**config.mk**
```make
export PLATFORM = sky130hd
export DESIGN_NAME = sprint4_controls
export DESIGN_NICKNAME = d
export VERILOG_FILES = /design/src/sprint4_pkg.sv /design/src/gearshift.sv /design/src/joy2quad.sv /design/src/sigma_dac.sv /design/src/sprint4_controls.sv
export SDC_FILE = /design/constraint.sdc
export NUM_CORES = 1
export LEC_CHECK = 0
export BUFFER_PORTS_ARGS = -buffer_cell sky130_fd_sc_hd__clkbuf_2
export CORE_UTILIZATION = 40
export DETAILED_ROUTE_END_ITERATION = 8
export GPL_ROUTABILITY_DRIVEN = 0
export SYNTH_ARGS = -nofsm -noshare
export SYNTH_HDL_FRONTEND = slang
export SYNTH_SLANG_ARGS = --single-unit
```
**constraint.sdc**
```tcl
create_clock -name clk_12 -period 2.9 [get_ports clk_12]
set_input_delay 0.725 -clock clk_12 [delete_from_list [all_inputs] [get_ports clk_12]]
set_output_delay 0.725 -clock clk_12 [all_outputs]
set_load 0.01 [all_outputs]
```
**src/sprint4_pkg.sv**
```systemverilog
/* Sprint 4 controls shared definitions */
package sprint4_pkg;

	// Four cabinet positions, each with a wheel and a shifter
	localparam int NUM_PLAYERS = 4;

	// clk_12 cycles between quadrature steps while a direction is held
	// Kept small so a simulated turn is short
	localparam int STEER_DIV = 8;

	// Width of one audio channel sample from the sound mixer
	localparam int AUDIO_BITS = 7;

	// Divide counter must be able to hold STEER_DIV itself
	localparam int STEER_CNT_BITS = $clog2(STEER_DIV + 1);

	// One audio sample, full scale is 2**AUDIO_BITS - 1
	typedef logic [AUDIO_BITS-1:0] audio_t;

	// Quadrature position as the pair {steer_a, steer_b}
	typedef logic [1:0] steer_phase_t;

	// Steering divide counter
	typedef logic [STEER_CNT_BITS-1:0] steer_cnt_t;

	// Three-position gear selector
	typedef enum logic [1:0] {
		GEAR_1,
		GEAR_2,
		GEAR_3
	} gear_state_t;

endpackage

```
**src/gearshift.sv**
```systemverilog
`timescale 1ns/1ps
/* Three-position gear selector */
module gearshift (
	input  logic clk_12,
	input  logic rst,
	input  logic gear_up,
	input  logic gear_down,
	output logic gear1,
	output logic gear2,
	output logic gear3
);

	sprint4_pkg::gear_state_t state;
	sprint4_pkg::gear_state_t state_next;
	logic up_q;
	logic down_q;
	logic up_rise;
	logic down_rise;

	// Previous button levels for edge detection
	always_ff @(posedge clk_12) begin
		if (rst) begin
			up_q   <= 1'b0;
			down_q <= 1'b0;
		end else begin
			up_q   <= gear_up;
			down_q <= gear_down;
		end
	end

	assign up_rise   = gear_up & ~up_q;
	assign down_rise = gear_down & ~down_q;

	// One step per press, saturating at both ends
	// Presses landing together cancel out
	always_comb begin
		state_next = state;
		if (up_rise && !down_rise) begin
			case (state)
				sprint4_pkg::GEAR_1: state_next = sprint4_pkg::GEAR_2;
				sprint4_pkg::GEAR_2: state_next = sprint4_pkg::GEAR_3;
				default:             state_next = sprint4_pkg::GEAR_3;
			endcase
		end else if (down_rise && !up_rise) begin
			case (state)
				sprint4_pkg::GEAR_3: state_next = sprint4_pkg::GEAR_2;
				sprint4_pkg::GEAR_2: state_next = sprint4_pkg::GEAR_1;
				default:             state_next = sprint4_pkg::GEAR_1;
			endcase
		end
	end

	always_ff @(posedge clk_12) begin
		if (rst)
			state <= sprint4_pkg::GEAR_1;
		else
			state <= state_next;
	end

	// One-hot selector lines, active high
	assign gear1 = (state == sprint4_pkg::GEAR_1);
	assign gear2 = (state == sprint4_pkg::GEAR_2);
	assign gear3 = (state == sprint4_pkg::GEAR_3);

endmodule

```
**src/joy2quad.sv**
```systemverilog
`timescale 1ns/1ps
/* Steering quadrature encoder */
module joy2quad (
	input  logic clk_12,
	input  logic rst,
	input  logic right,
	input  logic left,
	output logic steer_a,
	output logic steer_b
);

	sprint4_pkg::steer_cnt_t div_cnt;
	sprint4_pkg::steer_phase_t phase;
	logic one_dir;
	logic step;

	// Gray order 00, 01, 11, 10 as the wheel turns right
	function automatic sprint4_pkg::steer_phase_t phase_fwd(
		input sprint4_pkg::steer_phase_t cur
	);
		case (cur)
			2'b00: phase_fwd = 2'b01;
			2'b01: phase_fwd = 2'b11;
			2'b11: phase_fwd = 2'b10;
			default: phase_fwd = 2'b00;
		endcase
	endfunction

	// Same ring walked the other way for left
	function automatic sprint4_pkg::steer_phase_t phase_rev(
		input sprint4_pkg::steer_phase_t cur
	);
		case (cur)
			2'b00: phase_rev = 2'b10;
			2'b10: phase_rev = 2'b11;
			2'b11: phase_rev = 2'b01;
			default: phase_rev = 2'b00;
		endcase
	endfunction

	// Both or neither held means the wheel is centred
	assign one_dir = right ^ left;
	assign step = one_dir &&
		(div_cnt == sprint4_pkg::steer_cnt_t'(sprint4_pkg::STEER_DIV - 1));

	// Partial count is thrown away whenever the wheel is centred
	always_ff @(posedge clk_12) begin
		if (rst || !one_dir) begin
			div_cnt <= '0;
		end else if (step) begin
			div_cnt <= '0;
		end else begin
			div_cnt <= div_cnt + sprint4_pkg::steer_cnt_t'(1);
		end
	end

	always_ff @(posedge clk_12) begin
		if (rst) begin
			phase <= 2'b00;
		end else if (step) begin
			if (right)
				phase <= phase_fwd(phase);
			else
				phase <= phase_rev(phase);
		end
	end

	// Straight from the register, so only one line moves per step
	assign steer_a = phase[1];
	assign steer_b = phase[0];

endmodule

```
**src/sigma_dac.sv**
```systemverilog
`timescale 1ns/1ps
/* First-order delta-sigma DAC */
module sigma_dac (
	input  logic                clk_12,
	input  logic                rst,
	input  sprint4_pkg::audio_t sample,
	output logic                dac_out
);

	// Low bits hold the running error, top bit the last carry
	logic [sprint4_pkg::AUDIO_BITS:0] acc;
	logic [sprint4_pkg::AUDIO_BITS:0] sum;

	// Previous carry is dropped before the next add
	assign sum = {1'b0, acc[sprint4_pkg::AUDIO_BITS-1:0]} + {1'b0, sample};

	always_ff @(posedge clk_12) begin
		if (rst)
			acc <= '0;
		else
			acc <= sum;
	end

	// Carry density over 128 cycles equals sample / 128
	assign dac_out = acc[sprint4_pkg::AUDIO_BITS];

endmodule

```
**src/sprint4_controls.sv**
```systemverilog
`timescale 1ns/1ps
/* Sprint 4 player controls and audio */
module sprint4_controls (
	input  logic                                clk_12,
	input  logic                                rst,

	// Per-player steering levels
	input  logic [sprint4_pkg::NUM_PLAYERS-1:0] right,
	input  logic [sprint4_pkg::NUM_PLAYERS-1:0] left,

	// Per-player shifter buttons
	input  logic [sprint4_pkg::NUM_PLAYERS-1:0] gear_up,
	input  logic [sprint4_pkg::NUM_PLAYERS-1:0] gear_down,

	// Mixed audio, players 1 and 2 left, players 3 and 4 right
	input  sprint4_pkg::audio_t                 audio_l,
	input  sprint4_pkg::audio_t                 audio_r,

	// Wheel encoder phases to the game logic
	output logic [sprint4_pkg::NUM_PLAYERS-1:0] steer_a,
	output logic [sprint4_pkg::NUM_PLAYERS-1:0] steer_b,

	// Gear selector lines to the game logic
	output logic [sprint4_pkg::NUM_PLAYERS-1:0] gear1,
	output logic [sprint4_pkg::NUM_PLAYERS-1:0] gear2,
	output logic [sprint4_pkg::NUM_PLAYERS-1:0] gear3,

	// One-bit audio streams to the output pins
	output logic                                audio_out_l,
	output logic                                audio_out_r
);

	// One wheel and one shifter per cabinet position
	for (genvar p = 0; p < sprint4_pkg::NUM_PLAYERS; p++) begin : g_player

		joy2quad steer (
			.clk_12  (clk_12),
			.rst     (rst),
			.right   (right[p]),
			.left    (left[p]),
			.steer_a (steer_a[p]),
			.steer_b (steer_b[p])
		);

		gearshift gear (
			.clk_12    (clk_12),
			.rst       (rst),
			.gear_up   (gear_up[p]),
			.gear_down (gear_down[p]),
			.gear1     (gear1[p]),
			.gear2     (gear2[p]),
			.gear3     (gear3[p])
		);

	end

	// Audio converters, one per speaker channel
	sigma_dac dac_l (
		.clk_12  (clk_12),
		.rst     (rst),
		.sample  (audio_l),
		.dac_out (audio_out_l)
	);

	sigma_dac dac_r (
		.clk_12  (clk_12),
		.rst     (rst),
		.sample  (audio_r),
		.dac_out (audio_out_r)
	);

endmodule

```
After elaboration in Yosys (flattened, before gate mapping)
Cells that the tools add are included.
{"block": "word_totals", "romBits": 0, "out_inout_bits": 22, "elab_cells": 144, "memories": 0, "ff_bits": 56, "in_bits": 32, "mem_bits_rw": 0, "latch_bits": 0}
{"block": "op_classes", "n_lt_le_gt_ge": 0, "n_shift": 0, "mux": 28, "reduce_logical": 44, "bitwise": 20, "eq_ne": 24, "n_div": 0, "n_addsub": 6, "n_mul": 0}
{"op": "$pmux 2 s3", "count": 8}
{"op": "$mux 2", "count": 16}
{"op": "$eq 2x2->1 const B", "count": 12}
{"op": "$add 4x1->4 const B", "count": 4}
{"op": "$add 7x7->8", "count": 2}
{"op": "$eq 2x1->1 const B", "count": 8}
{"op": "$eq 4x3->1 const B", "count": 4}
{"op": "$logic_not 2->1", "count": 8}
{"op": "$logic_and 1x1->1", "count": 12}
{"op": "$logic_not 1->1", "count": 12}
{"op": "$and 1x1->1", "count": 8}
{"op": "$not 1->1", "count": 8}
{"op": "$reduce_bool 2->1", "count": 4}
{"op": "$reduce_or 2->1", "count": 4}
{"op": "$logic_or 1x1->1", "count": 4}
{"op": "$mux 1", "count": 4}
{"op": "$xor 1x1->1", "count": 4}

Depth between registers and ports, before layout
{"block": "depth", "depth_word": 6, "ltp_mapped": 7, "mapped_depth_nobuf": 7}

Hierarchy
Synthesis repeated with hierarchy kept, for this count alone.
{"block": "hier_totals", "cells_unflattened": 310, "area_unflattened_um2": 2882.8}
{"module": "joy2quad", "instances": 4, "seq_area_each_um2": 120.1, "cells_each": 31, "area_each_um2": 297.8}
{"module": "sigma_dac", "instances": 2, "seq_area_each_um2": 160.2, "cells_each": 53, "area_each_um2": 490.5}
{"module": "gearshift", "instances": 4, "seq_area_each_um2": 80.1, "cells_each": 20, "area_each_um2": 177.7}

Worst setup path before layout
OpenSTA, ideal clock, no wires.
{"block": "synth_timing", "kind": "input-to-reg", "from": "in audio_l[0]", "to": "reg dac_l.acc[6] in the netlist's numbering", "cell_stages": 7, "arrival_time_ns": 2.034, "required_ns": 2.838, "n_path_buf": 0, "path_slack_ns": 0.805, "setup_ns": 0.062, "path_cell_list": "ha_1 -> inv_1 -> fa_1 -> nor2b_4 -> o31a_1 -> or4_1 -> nand3_1"}
{"block": "synth_between", "elab_chain_len": 1}
{"item": "from (decl)", "line": "sprint4_controls.sv:16", "text": "input sprint4_pkg::audio_t audio_l,"}
{"item": "$add 7x7->8", "line": "sigma_dac.sv:15", "text": "assign sum = {1'b0, acc[sprint4_pkg::AUDIO_BITS-1:0]} + {1'b0, sample};"}
{"item": "to (signal assigned)", "line": "sigma_dac.sv:21", "text": "acc <= sum;"}
{"item": "to (decl)", "line": "sigma_dac.sv:11", "text": "logic [sprint4_pkg::AUDIO_BITS:0] acc;"}
Every way passes these cells.
A chain may end at the register's enable or synchronous reset.

Final worst setup path
Same ends and word-level chain as after synthesis.

==> impl_metrics.xml <==
<?xml version="1.0" encoding="UTF-8"?>
<metrics>
  <group name="outcome">
    <metric name="outcome" unit="">finished clean</metric>
  </group>
  <group name="synthesis">
    <metric name="seq_total_area_yosys" unit="%">39.9</metric>
    <metric name="synth.lib_cells_used.distinct" unit="">30</metric>
    <metric name="syn_area" unit="um2">2810</metric>
    <metric name="syn_nets" unit="">368</metric>
    <metric name="yosys_warnings" unit="">0</metric>
    <metric name="synth.ff_latch_count" unit="">56</metric>
    <metric name="synthCells" unit="">312</metric>
    <metric name="synth.avg_cell_area" unit="um2">9.02</metric>
  </group>
  <group name="detailed_routing">
    <metric name="drt_wl_total" unit="um">4690</metric>
    <metric name="first_iter_violations" unit="">63</metric>
    <metric name="avgViaCountPerCell" unit="">4.73</metric>
    <metric name="antenna_violating_nets_post_route" unit="">0</metric>
    <metric name="routed-via-count" unit="">2104</metric>
    <metric name="detailedRoute.firstPassIterationCount" unit="">4</metric>
    <metric name="routedWlPerCell" unit="um">10.5</metric>
    <metric name="remaining_drc_errors" unit="">0</metric>
  </group>
  <group name="sta">
    <metric name="setup_total_negative_slack" unit="ns">0</metric>
    <metric name="tightestPinTransition" unit="ns">0.395</metric>
    <metric name="setup_repair_after_global_routing_missed_its_margin" unit="">no</metric>
    <metric name="timing.final.crit_period" unit="ns">1.94</metric>
    <metric name="setup_violations" unit="">0</metric>
    <metric name="timing_max_transition_violations_final" unit="">0</metric>
    <metric name="fin_worst_skew" unit="ns">0.00855</metric>
    <metric name="clock.fmax" unit="MHz">515</metric>
    <metric name="ratio_of_final_minimum_period_to_clock_period" unit="%">67.0</metric>
    <metric name="timing.slew.headroom" unit="%">73.7</metric>
    <metric name="number_of_hold_slack_violations_in_the_final_timing_report" unit="">0</metric>
  </group>
  <group name="critical_path">
    <metric name="timing.critical_path.fanout_max" unit="">3</metric>
    <metric name="path_class" unit="">in -&gt; reg</metric>
    <metric name="reg2regPathDepth" unit="">7</metric>
    <metric name="required" unit="ns">3.15</metric>
    <metric name="reg2reg_from" unit="">dac_l.acc[0]$_SDFF_PP0_</metric>
    <metric name="timing.critical_path.max_delay_family" unit="">simple AND/OR/NAND/NOR gates</metric>
    <metric name="critPathArrivalTime" unit="ns">2.20</metric>
    <metric name="critical_path_buf_inv_count" unit="">2</metric>
    <metric name="worst_path_largest_cell_delay" unit="ns">0.47</metric>
    <metric name="timing.critical_path.to_type" unit="">register</metric>
    <metric name="startpoint_class_of_the_critical_path" unit="">input port</metric>
    <metric name="timing.rr.end" unit="">dac_l.acc[6]$_SDFF_PP0_</metric>
    <metric name="crit_path_top_delay_cell" unit="">or4_1</metric>
    <metric name="crit_path_cell_trace" unit="">clkbuf_2, ha_1, inv_1, fa_1, nor2b_4, o31a_1, or4_1, nand3_1</metric>
    <metric name="r2r_slack" unit="ns">1.16</metric>
  </group>
  <group name="grt">
    <metric name="grt_pass1_vias" unit="">1898</metric>
    <metric name="globalRoute.totalOverflow" unit="">0</metric>
    <metric name="grt_pass1_wl" unit="um">8180</metric>
    <metric name="global_routing_usage_summed_across_all_routing_layers" unit="%">14.0</metric>
    <metric name="grt_max_degree" unit="">21</metric>
    <metric name="initial_antenna_violation_count" unit="">0</metric>
  </group>
  <group name="final_layout">
    <metric name="most-common-layout-cells" unit="">dfxtp_1 (56), clkbuf_2 (53), nor2_1 (44), nor2b_1 (22), ha_1 (22)</metric>
    <metric name="area_growth" unit="%">11.3</metric>
    <metric name="post_route_cells_drive_above_1_share" unit="%">18.9</metric>
    <metric name="area.sequential" unit="um2">1120</metric>
    <metric name="final_cell_area" unit="um2">3130</metric>
    <metric name="fill_count" unit="">679</metric>
    <metric name="antenna-diode-count" unit="">0</metric>
    <metric name="most_common_cell_after_layout_fill_and_taps_aside" unit="">dfxtp_1</metric>
    <metric name="multiInputGateArea" unit="um2">1480</metric>
    <metric name="num-nets-final" unit="">404</metric>
  </group>
  <group name="hold_path">
    <metric name="min_from" unit="">g_player[0].steer.div_cnt[0]$_SDFF_PP0_</metric>
    <metric name="hold_path_depth" unit="">1</metric>
    <metric name="hold_path_end" unit="">g_player[0].steer.div_cnt[0]$_SDFF_PP0_</metric>
    <metric name="min-delay-path-class" unit="">reg -&gt; reg</metric>
  </group>
  <group name="clock_network">
    <metric name="post_cts_resized" unit="">0</metric>
    <metric name="register_clock_pin_slew_on_the_reported_worst_setup_and_hold_paths" unit="ns">0.10</metric>
    <metric name="post_cts_hold_buffer_count" unit="">0</metric>
    <metric name="numCtsBuffers" unit="">5</metric>
    <metric name="later_pin_clock_latency_in_the_skew_report" unit="ns">0.31</metric>
    <metric name="cts-root-to-sink-buffers" unit="">2</metric>
    <metric name="clock-sinks" unit="">56</metric>
    <metric name="cts_tree" unit="">done</metric>
    <metric name="cts.htree.levels" unit="">2</metric>
    <metric name="clock-root-buffer" unit="">clkbuf_8</metric>
    <metric name="post-cts-setup-buffer-count" unit="">0</metric>
  </group>
  <group name="placement">
    <metric name="dpl-instance-area" unit="um2">3040</metric>
    <metric name="numPortBuffers" unit="">53</metric>
    <metric name="post-dp-hpwl" unit="um">3530</metric>
  </group>
  <group name="floorplan">
    <metric name="dieWidth" unit="um">85.9</metric>
    <metric name="core-area" unit="um2">6790</metric>
    <metric name="num_io_pins" unit="">54</metric>
    <metric name="die_height" unit="um">85.9</metric>
    <metric name="die_ar" unit="um2">7370</metric>
    <metric name="floorplan.rows" unit="">30</metric>
    <metric name="initial_core_util" unit="%">41.4</metric>
  </group>
  <group name="power_and_ir_drop">
    <metric name="power.static_leakage" unit="nW">1.35</metric>
    <metric name="power_density" unit="nW/um2">556</metric>
    <metric name="tot_pwr" unit="mW">1.74</metric>
    <metric name="vdd_drop_max" unit="uV">243</metric>
  </group>
  <group name="run">
    <metric name="max_cap_viol_count" unit="">0</metric>
  </group>
</metrics>
[power by group]
part	total, mW	internal (mW)	switching (mW)
Sequential	0.870	0.840	0.0297
Combinational	0.422	0.204	0.218
Clock	0.448	0.195	0.253
[metrics by stage]
stage	hold slack [ns]	cells	utilization [%]	setup WS [ns]
CTS	0.455	445	46.1	0.973
finish	0.453	445	46.1	0.957
detailed placement	0.436	437	44.7	0.636
global placement	0.434	437	44.7	0.670
floorplan	0.417	312	-	0.805
global route	0.470	445	46.1	0.880
[registers in the layout (all words and copies together), names as in the netlist]
signal                  flops
dac_l.acc                   8
dac_r.acc                   8
g_player.gear.down_q        4
g_player.gear.state         8
g_player.gear.up_q          4
g_player.steer.div_cnt     16
g_player.steer.phase        8
[cells in the mapped netlist]
cell / number / area [um2]
a211oi_1: 12 / 90.1
a21o_1: 2 / 15.0
a21oi_1: 12 / 60.1
a221oi_1: 2 / 17.5
and2b_1: 2 / 15.0
and3_1: 4 / 25.0
buf_1: 1 / 3.75
buf_2: 2 / 10.0
buf_4: 20 / 150
clkbuf_1: 3 / 11.3
dfxtp_1: 56 / 1120
fa_1: 2 / 40.0
ha_1: 22 / 275
inv_1: 10 / 37.5
nand2_1: 8 / 30.0
nand2b_1: 6 / 37.5
nand3_1: 6 / 30.0
nand3b_1: 4 / 30.0
nor2_1: 44 / 165
nor2b_1: 22 / 138
nor2b_4: 2 / 27.5
nor3_1: 18 / 90.1
nor3b_1: 2 / 15.0
o21a_1: 4 / 30.0
o21ai_0: 14 / 70.1
o31a_1: 4 / 35.0
or3b_2: 2 / 17.5
or4_1: 2 / 15.0
xnor2_1: 20 / 175
xor2_1: 4 / 35.0
[worst reg2reg max path, stage by stage (launching register included)]
cell and delay [ns]:
dfxtp_1 0.31, ha_1 0.19, inv_1 0.08, fa_1 0.22, nor2b_4 0.06, o31a_1 0.27, or4_1 0.47, nand3_1 0.09
[worst max-delay path by stage]
stage | start | end | slack, ns | cells after the start
final | audio_l[0] | dac_l.acc[6]$_SDFF_PP0_ | 0.96 | 8
after global routing | audio_r[0] | dac_r.acc[6]$_SDFF_PP0_ | 0.88 | 8
after global placement | audio_l[0] | dac_l.acc[6]$_SDFF_PP0_ | 0.67 | 8
after detailed placement | audio_r[0] | dac_r.acc[6]$_SDFF_PP0_ | 0.64 | 8
after CTS | audio_r[0] | dac_r.acc[6]$_SDFF_PP0_ | 0.97 | 8
after floorplan | audio_l[0] | dac_l.acc[6]$_SDFF_PP0_ | 0.80 | 7
[layout make-up]
| class | count | share of cell area, % |
|---|---|---|
| Inverter | 10 | 1.20 |
| Clock inverter | 1 | 0.240 |
| Multi-Input combinational cell | 220 | 47.2 |
| Clock buffer | 7 | 2.76 |
| Timing Repair Buffer | 55 | 8.95 |
| Tap cell | 96 | 3.84 |
| Sequential cell | 56 | 35.8 |
[logic make-up after synthesis]
group | share of synthesized area (%)
buf+inv | 7.56
compound gates | 11.3
xor+xnor | 7.47
fa+ha+maj | 11.2
flops | 39.9
simple gates | 22.6
[routing by layer]
metal | wire, um | GRT usage, %
met5 | 0 | 0
met4 | 84 | 5.45
met3 | 154 | 3.66
met2 | 2070 | 22.5
met1 | 2380 | 18.1
(Power assumes the default switching activity.)
